$ cat src/common/conv_line_config.svh
`ifndef CONV_LINE_CONFIG_SVH
`define CONV_LINE_CONFIG_SVH

// Element width of pixels and weights, signed
`define CONV_DATA_WIDTH 8

// Channels per pixel and kernels in parallel
`define CONV_NUM_CHANNEL 3
`define CONV_NUM_KERNEL 4

// Window width, also the PE count
`define CONV_KERNEL_WIDTH 3

`define CONV_POS_WIDTH 8

// 3 products of 16 bits, then 3 positions on top
`define CONV_CHSUM_WIDTH 18
`define CONV_PSUM_WIDTH 20

`endif
$ cat src/common/conv_line_pkg.sv
`default_nettype none

`include "conv_line_config.svh"

package conv_line_pkg;

    typedef logic [`CONV_DATA_WIDTH-1:0] data_t;
    typedef logic [`CONV_NUM_CHANNEL*`CONV_DATA_WIDTH-1:0] pixel_t;
    typedef logic [`CONV_POS_WIDTH-1:0] pos_t;

    // Position 0 is the oldest pixel, in the low bits
    typedef logic [`CONV_KERNEL_WIDTH*`CONV_NUM_CHANNEL*`CONV_DATA_WIDTH-1:0] window_t;

    // One kernel position, kernel 0 in the low bits
    typedef logic [`CONV_NUM_KERNEL*`CONV_NUM_CHANNEL*`CONV_DATA_WIDTH-1:0] weight_beat_t;
    typedef logic [`CONV_KERNEL_WIDTH*$bits(weight_beat_t)-1:0] weight_line_t;

    typedef logic [`CONV_NUM_KERNEL*`CONV_CHSUM_WIDTH-1:0] chsum_vec_t;
    typedef logic [`CONV_KERNEL_WIDTH*$bits(chsum_vec_t)-1:0] chsum_array_t;

    typedef logic [`CONV_PSUM_WIDTH-1:0] psum_t;
    typedef logic [`CONV_NUM_KERNEL*`CONV_PSUM_WIDTH-1:0] psum_vec_t;

    typedef enum logic {WBUF_FILL, WBUF_HOLD} wbuf_state_t;

endpackage

`default_nettype wire

$ cat src/source/weight_buffer.sv
`default_nettype none
`timescale 1ns/1ps

`include "conv_line_config.svh"

module weight_buffer (
    input  wire                          clk,
    input  wire                          rst,
    input  wire conv_line_pkg::weight_beat_t i_weight,
    input  wire                          i_weight_valid,
    output logic                         o_weight_ready,
    input  wire                          i_line_done,
    output conv_line_pkg::weight_line_t  o_weights,
    output logic                         o_weights_loaded
);

    conv_line_pkg::wbuf_state_t state;
    logic [1:0]                 beat_cnt;
    logic                       beat_xfer;

    assign o_weight_ready   = (state == conv_line_pkg::WBUF_FILL);
    assign o_weights_loaded = (state == conv_line_pkg::WBUF_HOLD);
    assign beat_xfer        = i_weight_valid & o_weight_ready;

    ////////////////////////////////////////////////////////////
    // Fill and hold control

    always_ff @(posedge clk) begin
        if (rst) begin
            state    <= conv_line_pkg::WBUF_FILL;
            beat_cnt <= 2'd0;
        end else begin
            case (state)
                conv_line_pkg::WBUF_FILL: begin
                    if (beat_xfer) begin
                        if (beat_cnt == 2'(`CONV_KERNEL_WIDTH - 1)) begin
                            state    <= conv_line_pkg::WBUF_HOLD;
                            beat_cnt <= 2'd0;
                        end else begin
                            beat_cnt <= beat_cnt + 2'd1;
                        end
                    end
                end
                default: begin
                    // Refill once the line's last psum has left
                    if (i_line_done) begin
                        state <= conv_line_pkg::WBUF_FILL;
                    end
                end
            endcase
        end
    end

    // Beat n lands in position slot n
    always_ff @(posedge clk) begin
        if (beat_xfer) begin
            o_weights[beat_cnt*$bits(conv_line_pkg::weight_beat_t) +:
                      $bits(conv_line_pkg::weight_beat_t)] <= i_weight;
        end
    end

endmodule

`default_nettype wire

$ cat config.mk
export PLATFORM = sky130hd
export DESIGN_NAME = weight_buffer
export DESIGN_NICKNAME = d
export VERILOG_FILES = /design/src/common/conv_line_pkg.sv /design/src/source/weight_buffer.sv
export VERILOG_INCLUDE_DIRS = /design/src /design/src/common
export SDC_FILE = /design/constraint.sdc
export NUM_CORES = 1
export LEC_CHECK = 0
export BUFFER_PORTS_ARGS = -buffer_cell sky130_fd_sc_hd__buf_2
export CORE_ASPECT_RATIO = 1.4
export CORE_MARGIN = 2
export CORE_UTILIZATION = 48
export CTS_BUF_LIST = sky130_fd_sc_hd__clkbuf_4
export CTS_CLUSTER_SIZE = 12
export DETAILED_ROUTE_END_ITERATION = 8
export GPL_TIMING_DRIVEN = 0
export PLACE_DENSITY = 0.78
export REMOVE_ABC_BUFFERS = 1
export SYNTH_ARGS = -nofsm -noshare
export SYNTH_HDL_FRONTEND = slang
export SYNTH_SLANG_ARGS = --single-unit
export TNS_END_PERCENT = 5
$ cat constraint.sdc
create_clock -name clk -period 6.6 [get_ports clk]
set_input_delay 0.33 -clock clk [delete_from_list [all_inputs] [get_ports clk]]
set_output_delay 0.33 -clock clk [all_outputs]
set_load 0.005 [all_outputs]
==> flow_metrics.tcl <==
set metrics [dict create \
    drc_errors 0 \
    synth_common_cells "288 x edfxtp_1, 166 x nor2_1, 72 x and3_1" \
    min_to "o_weights[185]" \
    critical_path_class "flop to flop" \
    startpoint_type "flop" \
    drt_iter0_markers 891 \
    fin_crit_sh 0.931 \
    crit_slowest_cell "dfxtp_4" \
    portBuffers 389 \
    grt_max_degree 94 \
    path_clk_slew_ns 0.08 \
    synth_area_leaders "edfxtp_1 70%, nor2_1 5.1%, and3_1 3.7%" \
    worst_hold_slack_ns 0.0477 \
    ant_nets 0 \
    fin_nets 1474 \
    fp-row-count 69 \
    totalWireLength_mm 40.9 \
    cts_sinks 291 \
    yosysTopAreaCellShare 0.704 \
    fin_util 0.657 \
    outcome "complete, no violations" \
    powerDensity_nw_per_um2 267 \
    tightestPinTransition_ns 0.995 \
    dominantRegCellSynth "edfxtp_1" \
    period_minus_slack_ns 6.15 \
    cts_tree "done" \
    grt_util_all_layers 0.297 \
    die_w_um 139 \
    finalSetupViolCount 0 \
    rsz0062_at_grt "false" \
    dp_slack_ns 1.17 \
    r2r_start "beat_cnt[0]" \
    crit_buf_inv 6 \
    grt_pass1_vias 10300 \
    pin_count 390 \
    syn-mean-instance-area_sq_um 14.1 \
    crit_chain "clkinv_2, ha_4, buf_16, nor3b_2, buf_6, buf_6, nor2b_4, buf_16, a22o_1, dlygate4sd3_1" \
    ctsHtreeMaxLevel 3 \
    ctsResizeCount 0 \
    worst-endpoint-arrival_ns 6.66 \
    cts_buffers 71 \
    finalClockSkew_ns 0.0403 \
    hold_viol_final 0 \
    synth_area_sq_um 12300 \
    cts-root-buf "clkbuf_4" \
    setup_slack_ns 0.453 \
    cp_top_family "buffers and inverters" \
    fmax_ghz 0.163 \
    coreArea_sq_um 25300 \
    hold_class "primary input to flop" \
    grt.overflow.total 0 \
    clock_path_buffers 3 \
    power.leakage_uw 0.00699 \
    finalMaxSlewViolations 0 \
    ys_seq_area_frac 0.709 \
    dp_hpwl_mm 26.2 \
    rr_worst_depth 10 \
    routabilityCongestion 0.833 \
    ys_types 36 \
    drive_above_1_share 0.405 \
    min_from "i_weight[89]" \
    async_reset_ff_frac 0 \
    worstPathRequired_ns 7.11 \
    ir_drop_uv 194 \
    r2r_setup_slack_ns 0.45 \
    die_area_sq_um 26900 \
    wl_per_cell_um 23.6 \
    syn-instance-count 873 \
    critPathCaptureType "flop" \
    antenna_found_initial 2 \
    crit_fanout 93 \
    synth_edf_count 288 \
    syn2layout_area_growth_pct 35.2 \
    grt_pass1_wl_mm 61.1 \
    synth_seq_cells 291 \
    slowest_delay_ns 1.00 \
    insertion_delay_ns 0.68 \
    synth_largest_area_cell "edfxtp_1" \
    timing.rr.end "o_weights[88]" \
    slew_headroom 0.336 \
    ys_warn_count 0 \
    die_h_um 193 \
    vias_per_cell 5.93 \
    yosysMostFrequentCell "edfxtp_1" \
    drv_cap 0 \
    vias 10300 \
    initial_utilization 0.486 \
    whs_path_depth 2 \
    firstDrtPassIters 5 \
]
-- kinds of logic after synthesis --
kind of cell / count (synthesis) / synth area share
adders and majority gates: 4 / 0.00407
muxes: 43 / 0.0386
and+or+nand+nor: 331 / 0.143
AOI/OAI and AO/OA: 124 / 0.0796
buffers and inverters: 80 / 0.0263
DFF: 291 / 0.709
-- report_power, final --
| group | total, uW | internal, uW | switching [uW] |
|---|---|---|---|
| Sequential | 2200 | 2160 | 43.1 |
| Combinational | 759 | 321 | 438 |
| Clock | 1480 | 786 | 696 |
-- metrics by stage --
stage | setup TNS [ns] | area [sq um] | cells | power (uW)
2_1_floorplan | -187.61 | 12000 | 796 | 2560
3_3_place_gp | -2430.27 | 14300 | 1504 | 2870
3_5_place_dp | 0 | 14900 | 1529 | 2930
4_1_cts | 0 | 16600 | 1730 | 4440
5_1_grt | 0 | 16600 | 1732 | 4600
6_report | 0 | 16600 | 1732 | 4440
-- sequential cells by signal, summed over array words and instances, names as in the netlist --
signal            flops
o_weights_loaded      1
beat_cnt              2
o_weights           288
-- timing repair --
item                                   4_1_cts  5_1_grt
endpoints found under the hold margin      141        0
hold buffers                                87        0
buffers inserted                             0        0
-- area by class of cell --
class	instances	area (sq um)
antenna	2	5.00
clock buffer	103	773
clock inverter	11	95.1
fill	1769	8680
inverter	3	12.5
multi-input combinational	502	3310
sequential	291	8710
tap	319	399
timing repair buffer	501	3310
-- metal layers --
| layer | GRT usage | routed length, um |
|---|---|---|
| met1 | 0.349 | 14000 |
| met2 | 0.500 | 20600 |
| met4 | 0.166 | 2340 |
| met5 | 0 | 0 |
| met3 | 0.0710 | 3910 |
-- worst max path at each step --
| stage | end | from | slack, ns | depth (start not counted) |
|---|---|---|---|---|
| global route | o_weights[88] | beat_cnt[0] | 0.27 | 10 |
| floorplan | o_weights[64] | beat_cnt[0] | -2.21 | 5 |
| CTS | o_weights[88] | beat_cnt[0] | 0.61 | 10 |
| detailed placement | o_weights[65] | beat_cnt[0] | 1.17 | 9 |
| finish | o_weights[88] | beat_cnt[0] | 0.45 | 10 |
| global placement | o_weights[76] | beat_cnt[0] | -10.48 | 5 |
-- layout by cell type, fill, tap and decap left out, types with 3 or more instances in the layout --
cell type	count
and2_1	32
mux2i_1	8
mux2_2	35
clkinv_1	7
nand3_1	5
a22o_1	28
buf_6	5
buf_12	4
and3_1	72
clkbuf_4	103
a221oi_1	23
buf_16	9
buf_8	7
a22oi_1	50
dlygate4sd3_1	87
nor4bb_1	28
a211oi_1	5
edfxtp_1	288
nand2_1	12
a21oi_1	11
buf_2	389
and2_4	3
a32o_1	4
nor2_1	166
(Power assumes the default switching activity.)
