File: src/common/conv_line_config.svh
`ifndef CONV_LINE_CONFIG_SVH
`define CONV_LINE_CONFIG_SVH

// Element width of pixels and weights, signed
`define CONV_DATA_WIDTH 8

// Channels per pixel and kernels in parallel
`define CONV_NUM_CHANNEL 3
`define CONV_NUM_KERNEL 4

// Window width, also the PE count
`define CONV_KERNEL_WIDTH 3

`define CONV_POS_WIDTH 8

// 3 products of 16 bits, then 3 positions on top
`define CONV_CHSUM_WIDTH 18
`define CONV_PSUM_WIDTH 20

`endif
File: src/common/conv_line_pkg.sv
`default_nettype none

`include "conv_line_config.svh"

package conv_line_pkg;

    typedef logic [`CONV_DATA_WIDTH-1:0] data_t;
    typedef logic [`CONV_NUM_CHANNEL*`CONV_DATA_WIDTH-1:0] pixel_t;
    typedef logic [`CONV_POS_WIDTH-1:0] pos_t;

    // Position 0 is the oldest pixel, in the low bits
    typedef logic [`CONV_KERNEL_WIDTH*`CONV_NUM_CHANNEL*`CONV_DATA_WIDTH-1:0] window_t;

    // One kernel position, kernel 0 in the low bits
    typedef logic [`CONV_NUM_KERNEL*`CONV_NUM_CHANNEL*`CONV_DATA_WIDTH-1:0] weight_beat_t;
    typedef logic [`CONV_KERNEL_WIDTH*$bits(weight_beat_t)-1:0] weight_line_t;

    typedef logic [`CONV_NUM_KERNEL*`CONV_CHSUM_WIDTH-1:0] chsum_vec_t;
    typedef logic [`CONV_KERNEL_WIDTH*$bits(chsum_vec_t)-1:0] chsum_array_t;

    typedef logic [`CONV_PSUM_WIDTH-1:0] psum_t;
    typedef logic [`CONV_NUM_KERNEL*`CONV_PSUM_WIDTH-1:0] psum_vec_t;

    typedef enum logic {WBUF_FILL, WBUF_HOLD} wbuf_state_t;

endpackage

`default_nettype wire

File: src/source/psum_reducer.sv
`default_nettype none
`timescale 1ns/1ps

`include "conv_line_config.svh"

module psum_reducer (
    input  wire                              clk,
    input  wire                              rst,
    input  wire conv_line_pkg::chsum_array_t i_chsum,
    input  wire                              i_chsum_valid,
    input  wire                              i_chsum_last,
    output logic                             o_chsum_ready,
    output conv_line_pkg::psum_vec_t         o_psum,
    output logic                             o_psum_valid,
    output logic                             o_psum_last,
    input  wire                              i_psum_ready,
    output logic                             o_line_done
);

    conv_line_pkg::psum_vec_t psum_next;
    logic                     chsum_xfer;

    assign o_chsum_ready = ~o_psum_valid | i_psum_ready;
    assign chsum_xfer    = i_chsum_valid & o_chsum_ready;
    assign o_line_done   = o_psum_valid & o_psum_last & i_psum_ready;

    // Sum the three positions per kernel, sign extended
    always_comb begin
        logic signed [`CONV_PSUM_WIDTH-1:0] acc;

        for (int k = 0; k < `CONV_NUM_KERNEL; k++) begin
            acc = '0;
            for (int p = 0; p < `CONV_KERNEL_WIDTH; p++) begin
                acc = acc + $signed(i_chsum[(p*`CONV_NUM_KERNEL + k)*`CONV_CHSUM_WIDTH +:
                                            `CONV_CHSUM_WIDTH]);
            end
            psum_next[k*`CONV_PSUM_WIDTH +: `CONV_PSUM_WIDTH] = acc;
        end
    end

    ////////////////////////////////////////////////////////////
    // Output register

    always_ff @(posedge clk) begin
        if (rst) begin
            o_psum_valid <= 1'b0;
            o_psum_last  <= 1'b0;
        end else if (chsum_xfer) begin
            o_psum_valid <= 1'b1;
            o_psum_last  <= i_chsum_last;
        end else if (i_psum_ready) begin
            o_psum_valid <= 1'b0;
            o_psum_last  <= 1'b0;
        end
    end

    always_ff @(posedge clk) begin
        if (chsum_xfer) begin
            o_psum <= psum_next;
        end
    end

endmodule

`default_nettype wire

File: config.mk
export PLATFORM = sky130hd
export DESIGN_NAME = psum_reducer
export DESIGN_NICKNAME = d
export VERILOG_FILES = /design/src/common/conv_line_pkg.sv /design/src/source/psum_reducer.sv
export VERILOG_INCLUDE_DIRS = /design/src /design/src/common
export SDC_FILE = /design/constraint.sdc
export NUM_CORES = 1
export LEC_CHECK = 0
export BUFFER_PORTS_ARGS = -buffer_cell sky130_fd_sc_hd__buf_2
export CAP_MARGIN = 40
export CORE_UTILIZATION = 45
export CTS_CLUSTER_DIAMETER = 60
export CTS_CLUSTER_SIZE = 25
export DETAILED_ROUTE_END_ITERATION = 8
export HOLD_SLACK_MARGIN = 0.05
export PLACE_DENSITY = 0.74
export REMOVE_ABC_BUFFERS = 1
export SYNTH_ARGS = -nofsm -noshare
export SYNTH_HDL_FRONTEND = slang
export SYNTH_SLANG_ARGS = --single-unit
File: constraint.sdc
create_clock -name clk -period 3.55 [get_ports clk]
set_clock_uncertainty 0.05 [all_clocks]
set_input_delay 0.5325 -clock clk [delete_from_list [all_inputs] [get_ports clk]]
set_output_delay 0.5325 -clock clk [all_outputs]
set_load 0.01 [all_outputs]
==> impl_results.md <==
* Outcome: finished clean
* Vias at about 6000
* Clock buffer depth at 2
* Vias in the first global route at between 5000 and 6000
* Max Freq at about 320 MHz
* CTS tree: yes
* Chip width at between 100 and 150 µm
* # DRC at 0
* Initial antenna violation count at 0
* Period utilization at 0.888
* Crit Path Max Fanout at 3
* Initial Util at 0.460
* Seq/Total Area, Yosys at 0.334
* Max-slew headroom at 0.712
* Area growth syn-to-layout at 28.3%
* Total of max-cap violations at 0
* Leakage at roughly 4.4 nW
* Yosys top cell by area: edfxtp_1
* Hpwl dp at 14.7 mm
* Share of layout cells above drive strength 1 at 0.343
* Syn Inst Count at 642
* Startpoint types: primary input
* Ant. Diodes at 0
* Worst skew pair latency at roughly 330 ps
* Num rows at 46
* Syn Area/Cell at 11.4 µm²
* Initial DRC count at between 200 and 250
* Worst-Margin Slew at about 430 ps
* Slowest stage cell, crit path: fa_1
* Die area at 16700 µm²
* Post-synth top area share at 0.329
* Overall power at approximately 4.4 mW
* Htree depth at 3
* Hold slack at between 300 and 400 ps
* Design area at ~9400 µm²
* Drt wl/cell at 14.7 µm
* Placeable Area at approximately 16000 µm²
* Final Wtd Congestion at a little under 0.9
* Period minus WS final at 3150 ps
* CP Capture Type: register
* Final #Nets at 1322
* Hold Violations, Final at 0
* DRT Pass-1 Iters at 8
* WP buf/inv at 2
* First-pass GRT wire length at 26.3 mm
* Placed Area at 9110 µm²
* Die height at approximately 130 µm
* Post-route ant nets at 0
* Worst path max stage delay at roughly 530 ps
* DRT Wirelength at 17.3 mm
* Number of synthesized flops with an enable pin at 80
* CTS Buf Count at 9
* Post-CTS sizing at 0
* Clock Tree Root: clkbuf_16
* GRT Resource Usage Total at 0.206
* Hold WC Path Type: in -> reg
* Sink Count at between 80 and 90
* Slew Viols, Final at 0
* Hold_buf cts at 0
* Worst IR Drop VDD at 0.000229 V
* Worst path most repeated cell: fa_1
* Setup TNS at 0 ps
* RSZ-0062 raised after global routing: no
* Setup violators final at 0
* Worst Path Arrival at between 3000 and 4000 ps
* FF+latch count, synth at between 80 and 90
* Grt ovf at 0
* Largest net degree at the start of global routing at 54
* Yosys cell types at 48
* Crit path cell chain: buf_2, fa_1, ha_1, inv_1, fa_1, nor2b_1, o31a_1, a21oi_1, o41ai_2, nor2_1, o21bai_1, xor2_1
* Synth warnings at 0
* Crit Path Category: in -> reg
* # port buffers at roughly 300
* Worst-path clk slew at approximately 50 ps
* Primary FF master, synth: edfxtp_1
* Post-Syn Area at about 7300 µm²
* Fraction of registers with async set or reset after synthesis at 0
* Pwr dens at 470 nW/µm²
* Critical Path RT at about 3600 ps
* Vias/cell at ~5.1
* Family with the most delay on the worst path: adder cells
* Synth area leaders: edfxtp_1 33%, fa_1 21%, ha_1 12%, xnor2_1 4.4%, a21oi_1 4.2%
* Setup bufs post-CTS at 0
* Boundary pin count at between 300 and 400
kinds of logic after synthesis:
family / Yosys count / synth area share
compound gates: 170 / 0.150
buf+inv: 57 / 0.0293
flops: 82 / 0.334
xor+xnor: 58 / 0.0696
fa+ha+maj: 148 / 0.332
mux: 1 / 0.00154
simple gates: 126 / 0.0834
Yosys cell counts (2+ instances only):
cell / n
a211oi_1: 3
a21o_1: 24
a21oi_1: 62
a311o_1: 2
a311oi_1: 2
a31oi_1: 10
and3_1: 4
clkbuf_1: 7
dfxtp_1: 2
edfxtp_1: 80
fa_1: 76
ha_1: 72
inv_1: 50
nand2_1: 30
nand2b_1: 8
nand3_1: 16
nand4_1: 7
nor2_1: 37
nor2b_1: 9
nor3_1: 4
nor4_1: 2
o211ai_1: 5
o21a_1: 10
o21ai_0: 32
o21bai_1: 5
o221ai_1: 2
o31a_1: 3
or3_1: 2
xnor2_1: 37
xor2_1: 21
state kept, by name, summed over array words and instances (netlist names):
signal and cells:
o_psum 80, o_psum_last 1, o_psum_valid 1
path summary, 6_finish.rpt:
path | startpoint | to | slack (ps) | cells after the start
min | rst | o_psum_last | 320 | 2
min reg2reg | o_psum_valid | o_psum_valid | 530 | 2
max | i_chsum[37] | o_psum[57] | 400 | 12
max reg2reg | o_psum_valid | o_psum[77] | 1900 | 3
stage by stage:
step	setup WS, ps	cells	utilization
after floorplan	341	635	-
after global placement	139	1157	0.572
after detailed placement	64.4	1158	0.574
after CTS	418	1174	0.590
after global routing	250	1174	0.590
final	397	1174	0.590
layout make-up:
class | count | area, µm²
clock inverters | 4 | 18.8
repair buffers | 307 | 1560
clock buffers | 12 | 236
well taps | 216 | 270
fillers | 1379 | 6520
flip-flops and latches | 82 | 2440
multi-input cells | 503 | 4650
inverters | 50 | 188
placed cells by master, fill, tap and decap left out, types with 2 or more instances in the layout:
cell type and instances:
fa_1 76, ha_1 72, and3_1 4, nand2_1 30, nand4_1 7, o211ai_1 5, o21bai_1 5, o221ai_1 2
o21a_1 10, a311oi_1 2, or3_1 2, a311o_1 2, clkbuf_1 3, dfxtp_1 2, xor2_1 21, a21o_1 24
o21ai_0 32, nand2b_1 8, nor2_1 37, nand3_1 16, buf_4 2, nor4_1 2, a211oi_1 3, nor3_1 4
o31a_1 3, clkbuf_16 9, clkinv_2 3, inv_1 50, a31oi_1 10, a21oi_1 62, nor2b_1 9, buf_2 304
edfxtp_1 80, xnor2_1 37
layer usage:
metal / global-route usage / wire length [µm]
met1: 0.233 / 6790
met3: 0.0462 / 1320
met5: 0 / 0
met2: 0.384 / 8950
met4: 0.0644 / 216
report_power, final:
part	internal (mW)	total (mW)	switching, mW
clock network	0.468	0.826	0.358
registers	1.41	1.46	0.0525
logic	0.949	2.12	1.17
Note: power is estimated with default switching activity, not from simulation.
