==> src/common/conv_line_config.svh <==
`ifndef CONV_LINE_CONFIG_SVH
`define CONV_LINE_CONFIG_SVH

// Element width of pixels and weights, signed
`define CONV_DATA_WIDTH 8

// Channels per pixel and kernels in parallel
`define CONV_NUM_CHANNEL 3
`define CONV_NUM_KERNEL 4

// Window width, also the PE count
`define CONV_KERNEL_WIDTH 3

`define CONV_POS_WIDTH 8

// 3 products of 16 bits, then 3 positions on top
`define CONV_CHSUM_WIDTH 18
`define CONV_PSUM_WIDTH 20

`endif
==> src/common/conv_line_pkg.sv <==
`default_nettype none

`include "conv_line_config.svh"

package conv_line_pkg;

    typedef logic [`CONV_DATA_WIDTH-1:0] data_t;
    typedef logic [`CONV_NUM_CHANNEL*`CONV_DATA_WIDTH-1:0] pixel_t;
    typedef logic [`CONV_POS_WIDTH-1:0] pos_t;

    // Position 0 is the oldest pixel, in the low bits
    typedef logic [`CONV_KERNEL_WIDTH*`CONV_NUM_CHANNEL*`CONV_DATA_WIDTH-1:0] window_t;

    // One kernel position, kernel 0 in the low bits
    typedef logic [`CONV_NUM_KERNEL*`CONV_NUM_CHANNEL*`CONV_DATA_WIDTH-1:0] weight_beat_t;
    typedef logic [`CONV_KERNEL_WIDTH*$bits(weight_beat_t)-1:0] weight_line_t;

    typedef logic [`CONV_NUM_KERNEL*`CONV_CHSUM_WIDTH-1:0] chsum_vec_t;
    typedef logic [`CONV_KERNEL_WIDTH*$bits(chsum_vec_t)-1:0] chsum_array_t;

    typedef logic [`CONV_PSUM_WIDTH-1:0] psum_t;
    typedef logic [`CONV_NUM_KERNEL*`CONV_PSUM_WIDTH-1:0] psum_vec_t;

    typedef enum logic {WBUF_FILL, WBUF_HOLD} wbuf_state_t;

endpackage

`default_nettype wire

==> src/source/line_window_buffer.sv <==
`default_nettype none
`timescale 1ns/1ps

`include "conv_line_config.svh"

module line_window_buffer (
    input  wire                        clk,
    input  wire                        rst,
    input  wire conv_line_pkg::pixel_t i_pixel,
    input  wire                        i_pixel_valid,
    output logic                       o_pixel_ready,
    input  wire conv_line_pkg::pos_t   i_line_len,
    input  wire                        i_weights_loaded,
    output conv_line_pkg::window_t     o_window,
    output logic                       o_window_valid,
    output logic                       o_window_last,
    input  wire                        i_window_ready
);

    conv_line_pkg::pos_t line_idx;
    logic                line_end;
    logic                pixel_xfer;
    logic                idx_is_last;
    logic                idx_has_window;

    // Blocks the next line until the weights are reloaded
    assign o_pixel_ready  = i_weights_loaded & ~line_end &
                            (~o_window_valid | i_window_ready);
    assign pixel_xfer     = i_pixel_valid & o_pixel_ready;
    assign idx_is_last    = (line_idx == i_line_len - conv_line_pkg::pos_t'(1));
    assign idx_has_window = (line_idx >= conv_line_pkg::pos_t'(`CONV_KERNEL_WIDTH - 1));

    ////////////////////////////////////////////////////////////
    // Line position and window valid

    always_ff @(posedge clk) begin
        if (rst) begin
            line_idx       <= '0;
            line_end       <= 1'b0;
            o_window_valid <= 1'b0;
            o_window_last  <= 1'b0;
        end else begin
            if (pixel_xfer) begin
                o_window_valid <= idx_has_window;
                o_window_last  <= idx_has_window & idx_is_last;
                if (idx_is_last) begin
                    line_idx <= '0;
                    line_end <= 1'b1;
                end else begin
                    line_idx <= line_idx + conv_line_pkg::pos_t'(1);
                end
            end else if (i_window_ready) begin
                o_window_valid <= 1'b0;
                o_window_last  <= 1'b0;
            end

            // Weight buffer back in fill, so the line is fully drained
            if (!i_weights_loaded) begin
                line_end <= 1'b0;
            end
        end
    end

    ////////////////////////////////////////////////////////////
    // Pixel shift register, doubles as the window register

    // Newest pixel enters at position 2
    always_ff @(posedge clk) begin
        if (pixel_xfer) begin
            o_window <= {i_pixel,
                         o_window[$bits(conv_line_pkg::window_t)-1:
                                  $bits(conv_line_pkg::pixel_t)]};
        end
    end

endmodule

`default_nettype wire

==> config.mk <==
export PLATFORM = sky130hd
export DESIGN_NAME = line_window_buffer
export DESIGN_NICKNAME = d
export VERILOG_FILES = /design/src/common/conv_line_pkg.sv /design/src/source/line_window_buffer.sv
export VERILOG_INCLUDE_DIRS = /design/src /design/src/common
export SDC_FILE = /design/constraint.sdc
export NUM_CORES = 1
export LEC_CHECK = 0
export BUFFER_PORTS_ARGS = -buffer_cell sky130_fd_sc_hd__buf_4
export CORE_ASPECT_RATIO = 1.1
export CORE_MARGIN = 2
export CORE_UTILIZATION = 51
export DETAILED_ROUTE_END_ITERATION = 6
export PLACE_DENSITY = 0.89
export SLEW_MARGIN = 30
export SYNTH_ARGS = -nofsm -noshare
export SYNTH_HDL_FRONTEND = slang
export SYNTH_SLANG_ARGS = --single-unit
==> constraint.sdc <==
create_clock -name clk -period 3.2 [get_ports clk]
set_clock_uncertainty 0.2 [all_clocks]
set_input_delay 0.16 -clock clk [delete_from_list [all_inputs] [get_ports clk]]
set_output_delay 0.16 -clock clk [all_outputs]
set_load 0.005 [all_outputs]
==> flow_summary.ini, run 1 <==
[status]
status = complete, no violations

[sta]
slew-limit-headroom_pct = 71.3
setup_violations = 0
tns_ns = 0
fin_crit_ns = 2.22
hold_violations = 0
worst_pin_slew_ns = 0.431
maxSlewViolCount = 0
final.period_utilization_pct = 69.4
rsz0062_at_grt = no
fmax_ghz = 0.451

[place]
hpwl_um = 4180
port_buffers = 111
dp.cells = 360
routabilityCongestion = 0.885

[worst_setup_path]
crit_family = buffers and inverters
slowest_stage = dlygate4sd3_1
r2r_start = line_idx[2]
crit_chain = dlygate4sd3_1, buf_4, nor2b_1, nor4bb_4, buf_12, nand4_1, nor2_1, xnor2_1, a211oi_1
critPathArrivalTime_ns = 2.27
crit_end = line_idx[7]
crit_start = i_window_ready
cp_max_fo = 89
crit_type = in2reg
endpoint_kind = flop
cp_num_buf_inv = 3
r2r_slack_ns = 1.05
cpPeakStageDelay_ns = 0.54
crit_path_start_kind = input pin
reg2reg_depth = 6
required_ns = 3.25
cp_num_cells = 9
r2r-end = line_idx[1]

[run]
max_cap_viol_count = 0

[logic_synthesis]
synth_cells = 178
seq_area_frac_synth_pct = 77.9
synth_top_area_share_pct = 70.7
synth_fp_nets = 218
async_flop_share_pct = 0
synthTopCellsByArea = edfxtp_1 (71%), dfxtp_1 (7.2%), xnor2_1 (2.0%), clkbuf_8 (1.8%), xor2_1 (1.7%)
synth_common_cells = edfxtp_1 (72), dfxtp_1 (11), nor2_1 (10)
synth_cell_type_count = 41
ys.flop_type = edfxtp_1
synth-edff-count = 72
ys_ff_latch = 83
yosysWarningCount = 0
yosysTopAreaCell = edfxtp_1
synth_most_common_cell = edfxtp_1
synthesis.area_sq_um = 3060
syn_avg_cell_area_sq_um = 17.2

[final_layout]
nets = 360
drive_above_1_share_pct = 40.0
syn_to_final_growth_pct = 43.2
num_antenna_cells = 0
fin_cells = 402

[pwr]
p_leak_nw = 1.72
ir_drop_v = 0.000350
power_density_nw_per_um2 = 488

[global_routing]
grtUsageMet3_pct = 4.36
overflow = 0
use_met1_pct = 23.2
grt_pass1_vias = 1980
grt_max_degree = 90
grt_usage_pct = 20.0
grt_pass1_wl_um = 9960
antenna_found_initial = 0
top_usage_layer = met2
grt.met2_usage_pct = 36.5

[cts]
cts_max_path_buffers = 2
path_clk_slew_ns = 0.07
cts_htree_levels = 3
worstSkewPairLatency_ns = 0.34
cts.sinks = 83
cts_resized = 0
cts_tree = built
numCtsBuffers = 9
clock-root-buffer = clkbuf_8

[drt]
vias = 2033
post-route-drc-count = 0
dr.pass1.iters = 4
wl_per_cell_um = 16.4
routed_wl_um = 6590
viasPerCell = 5.06
drt_iter0_drc = 77
antenna_left = 0

[floorplanning]
fp-row-count = 29
core_sq_um = 5770
boundaryPins = 112
die_width_um = 77.8
dieHeight_um = 85.2
dieArea_sq_um = 6630
start_util_pct = 53.0

[worst_hold_path]
min_path_cells = 3
min_path_type = in2reg
-- logic make-up (layout without fill, tap and decap cells) --
logic type | Yosys count | in the layout | share of synthesized area [%]
fa+ha+maj | 3 | 3 | 1.23
compound gates | 23 | 23 | 5.52
flops | 83 | 83 | 77.9
xor+xnor | 13 | 13 | 3.72
buf+inv | 12 | 159 | 3.52
simple gates | 44 | 44 | 8.10
-- cell usage in the layout, fill, tap and decap left out, drive strengths merged, types with 2 or more instances in the layout --
master | Yosys | layout
a211oi | 6 | 6
nor4 | 3 | 3
xnor2 | 7 | 7
o21ai | 2 | 2
o31a | 2 | 2
inv | 5 | 5
nand4 | 3 | 3
dlygate4sd3 | 0 | 26
nand2 | 9 | 9
nor3 | 2 | 2
or3 | 2 | 2
nand2b | 3 | 3
clkinv | 0 | 3
clkbuf | 4 | 12
nor2b | 2 | 2
nor2 | 11 | 11
xor2 | 6 | 6
ha | 3 | 3
buf | 3 | 112
dfxtp | 11 | 11
edfxtp | 72 | 72
a21oi | 5 | 5
-- registers in the layout, summed over array words and instances, names as in the netlist --
signal	count
line_idx	8
o_window_last	1
o_window_valid	1
line_end	1
o_window	72
-- worst min path at each step --
stage / startpoint / to
2_1_floorplan: i_pixel[0] / o_window[48]
3_3_place_gp: i_pixel[5] / o_window[53]
6_report: i_weights_loaded / line_end
3_5_place_dp: i_pixel[6] / o_window[54]
5_1_grt: i_weights_loaded / line_end
4_1_cts: i_weights_loaded / line_end
-- layout make-up --
class	instances	area, sq um
Sequential cell	83	2380
Fill cell	368	1390
Timing Repair Buffer	138	1110
Multi-Input combinational cell	83	583
Clock buffer	12	135
Tap cell	77	96.3
Clock inverter	4	51.3
Inverter	5	18.8
-- through the flow --
step / power, mW / worst slack, ns / util (%) / hold slack [ns] / area [sq um]
after global placement: 1.41 / 1.00 / 68.2 / 0.138 / 3930
after CTS: 2.15 / 0.993 / 75.9 / 0.0362 / 4380
after floorplan: 1.32 / 1.23 / - / 0.0589 / 3060
final: 2.14 / 0.980 / 75.9 / 0.0441 / 4380
after detailed placement: 1.42 / 0.872 / 68.2 / 0.139 / 3930
after global routing: 2.21 / 0.814 / 75.9 / 0.0683 / 4380
-- metal layers --
| metal | wire [um] | vias to the layer above |
|---|---|---|
| met1 | 2530 | 976 |
| li1 | - | 958 |
| met3 | 428 | 8 |
| met4 | 60 | 0 |
| met2 | 3580 | 91 |
| met5 | 0 | - |
-- power by group --
part	switching, mW	leakage (nW)	total, mW	internal, mW
registers	0.0203	0.764	1.24	1.22
clock network	0.347	0.0922	0.710	0.362
logic	0.0761	0.863	0.185	0.109
total	0.444	1.72	2.14	1.69
-- tightest hold or removal path, cell delays in order --
cell     delay, ns
buf_4         0.09
nor2b_1       0.15
a31o_1        0.15
-- repair_timing --
action                                  in CTS  in global routing
hold endpoints to repair                    33                  0
buffers inserted                             0                  0
hold buffers                                26                  0
endpoints found under the setup margin       0                  0
Note: power is estimated with default switching activity, not from simulation.
==> run 2: changes to the inputs <==
Settings changed: CORE_UTILIZATION 51 to 44, PLACE_DENSITY 0.89 to 0.82.
Clock period 3.2 ns to 1.8 ns, I/O delays scaled along.
==> flow_summary.ini, run 2 (synthesis results as in run 1) <==
[cts]
path_clk_slew_ns = 0.09
cts.sinks = 83
numCtsBuffers = 9
clock-root-buffer = clkbuf_8
worstSkewPairLatency_ns = 0.34
cts_max_path_buffers = 2
cts_tree = built
cts_htree_levels = 3
postCtsSetupBuffers = 0

[floorplanning]
die_width_um = 83.5
start_util_pct = 45.8
core_sq_um = 6670
boundaryPins = 112
fp-row-count = 31
dieHeight_um = 91.4
dieArea_sq_um = 7630

[pwr]
seq_power_share_pct = 54.2
power_frac_comb_pct = 9.5
p_clk_share_pct = 36.4
p_sw_share_pct = 21.1
intPower_mw = 3.20
power_density_nw_per_um2 = 854
switching_power_mw = 0.858
p_leak_nw = 1.91
ir_drop_v = 0.000549

[worst_setup_path]
critPathArrivalTime_ns = 1.91
crit_family = compound AO/OA/AOI/OAI gates
required_ns = 1.85
cpPeakStageDelay_ns = 0.37
crit_path_start_kind = flop
crit_type = reg2reg
endpoint_kind = flop
crit_chain = xnor2_4, nor3_1, a31oi_1, nor3_1, o31a_1, buf_6, a211oi_2
cp_max_fo = 5
slowest_stage = dfxtp_4
cp_num_buf_inv = 1
cp_common_cell = nor3_1

[final_layout]
num_antenna_cells = 0
nets = 386
syn_to_final_growth_pct = 55.3
largest_register_ffs = 72
utilization_pct = 71.2
layout_common_cells = buf_4 (130), edfxtp_1 (72), dlygate4sd3_1 (27), nand2_1 (9), clkbuf_8 (9)
final_common_cell = buf_4
top_register = o_window
drive_above_1_share_pct = 50.4
reg_top3 = o_window x72, line_idx x8

[sta]
fmax_ghz = 0.537
slew-limit-headroom_pct = 76.5
maxSlewViolCount = 0
final.period_utilization_pct = 103
tns_ns = -0.408
post-route-worst-setup-slack_ns = -0.0609
worst_pin_slew_ns = 0.350
hold_violations = 0
rsz0062_at_grt = yes
fin_crit_ns = 1.86
setup_violations = 10
fin_hold_ws_ns = 0.154

[drt]
routed_wl_um = 6860
dr.pass1.iters = 4
antenna_left = 0
post-route-drc-count = 0
drt_iter0_drc = 54
wl_per_cell_um = 15.8
viasPerCell = 4.98
vias = 2156

[place]
routabilityCongestion = 0.873
hpwl_um = 4530
port_buffers = 111

[global_routing]
antenna_found_initial = 0
grt_pass1_wl_um = 10400
grt_max_degree = 45
grt_usage_pct = 17.5
grt_pass1_vias = 2120
overflow = 0

[status]
violations = setup timing
status = complete, but fails checks

[run]
max_cap_viol_count = 0

[worst_hold_path]
min_path_type = in2reg
## run 2: routing by layer
metal	track usage (%)	vias to the layer above	part of all wire, %
li1	-	1013	-
met1	19.7	1026	37
met2	31.4	105	54
met3	4.36	12	6.8
met4	7.53	0	1.9
met5	0	-	0
## run 2: cell type report
cell class              instances  area [sq um]
clock buffers                  10           128
clock inverters                 6          96.3
fillers                       455          1920
inverters                       5          18.8
multi-input cells              83           657
flip-flops and latches         83          2390
well taps                      82           103
repair buffers                164          1360
## run 2: final timing paths
path / startpoint / to / slack [ns] / cells after the start
min: i_pixel_valid / line_end / 0.15 / 4
min reg2reg: o_window[34] / o_window[10] / 0.26 / 0
max: line_idx[7] / line_idx[3] / -0.06 / 7
max reg2reg: line_idx[7] / line_idx[3] / -0.06 / 7
## run 2: repair_timing
item,in CTS,in global routing
endpoints found under the setup margin,10,49
endpoints found under the hold margin,35,0
gates resized for setup,13,12
cloned,0,2
pin swaps,7,4
hold buffers,27,0
## run 2: worst min-delay path, stage by stage
cell and delay (ns):
buf_4 0.11, nor4bb_4 0.16, buf_6 0.13, a31o_1 0.17
## run 2: metrics by stage
stage | total power, mW | setup slack [ns] | area (sq um) | std cells
2_1_floorplan | 2.35 | -0.000677 | 3090 | 178
3_3_place_gp | 2.54 | -0.135 | 4130 | 388
3_5_place_dp | 2.56 | -0.201 | 4130 | 388
4_1_cts | 4.07 | -0.0282 | 4680 | 431
5_1_grt | 4.21 | -0.160 | 4750 | 433
6_report | 4.06 | -0.0609 | 4750 | 433
## run 2: power groups by stage
stage	Clock (mW)	Sequential [mW]	Combinational, mW
after floorplan	0	2.25	0.0971
after global placement	0	2.24	0.304
after detailed placement	0	2.25	0.314
after CTS	1.50	2.20	0.370
after global routing	1.59	2.21	0.410
final	1.47	2.20	0.384
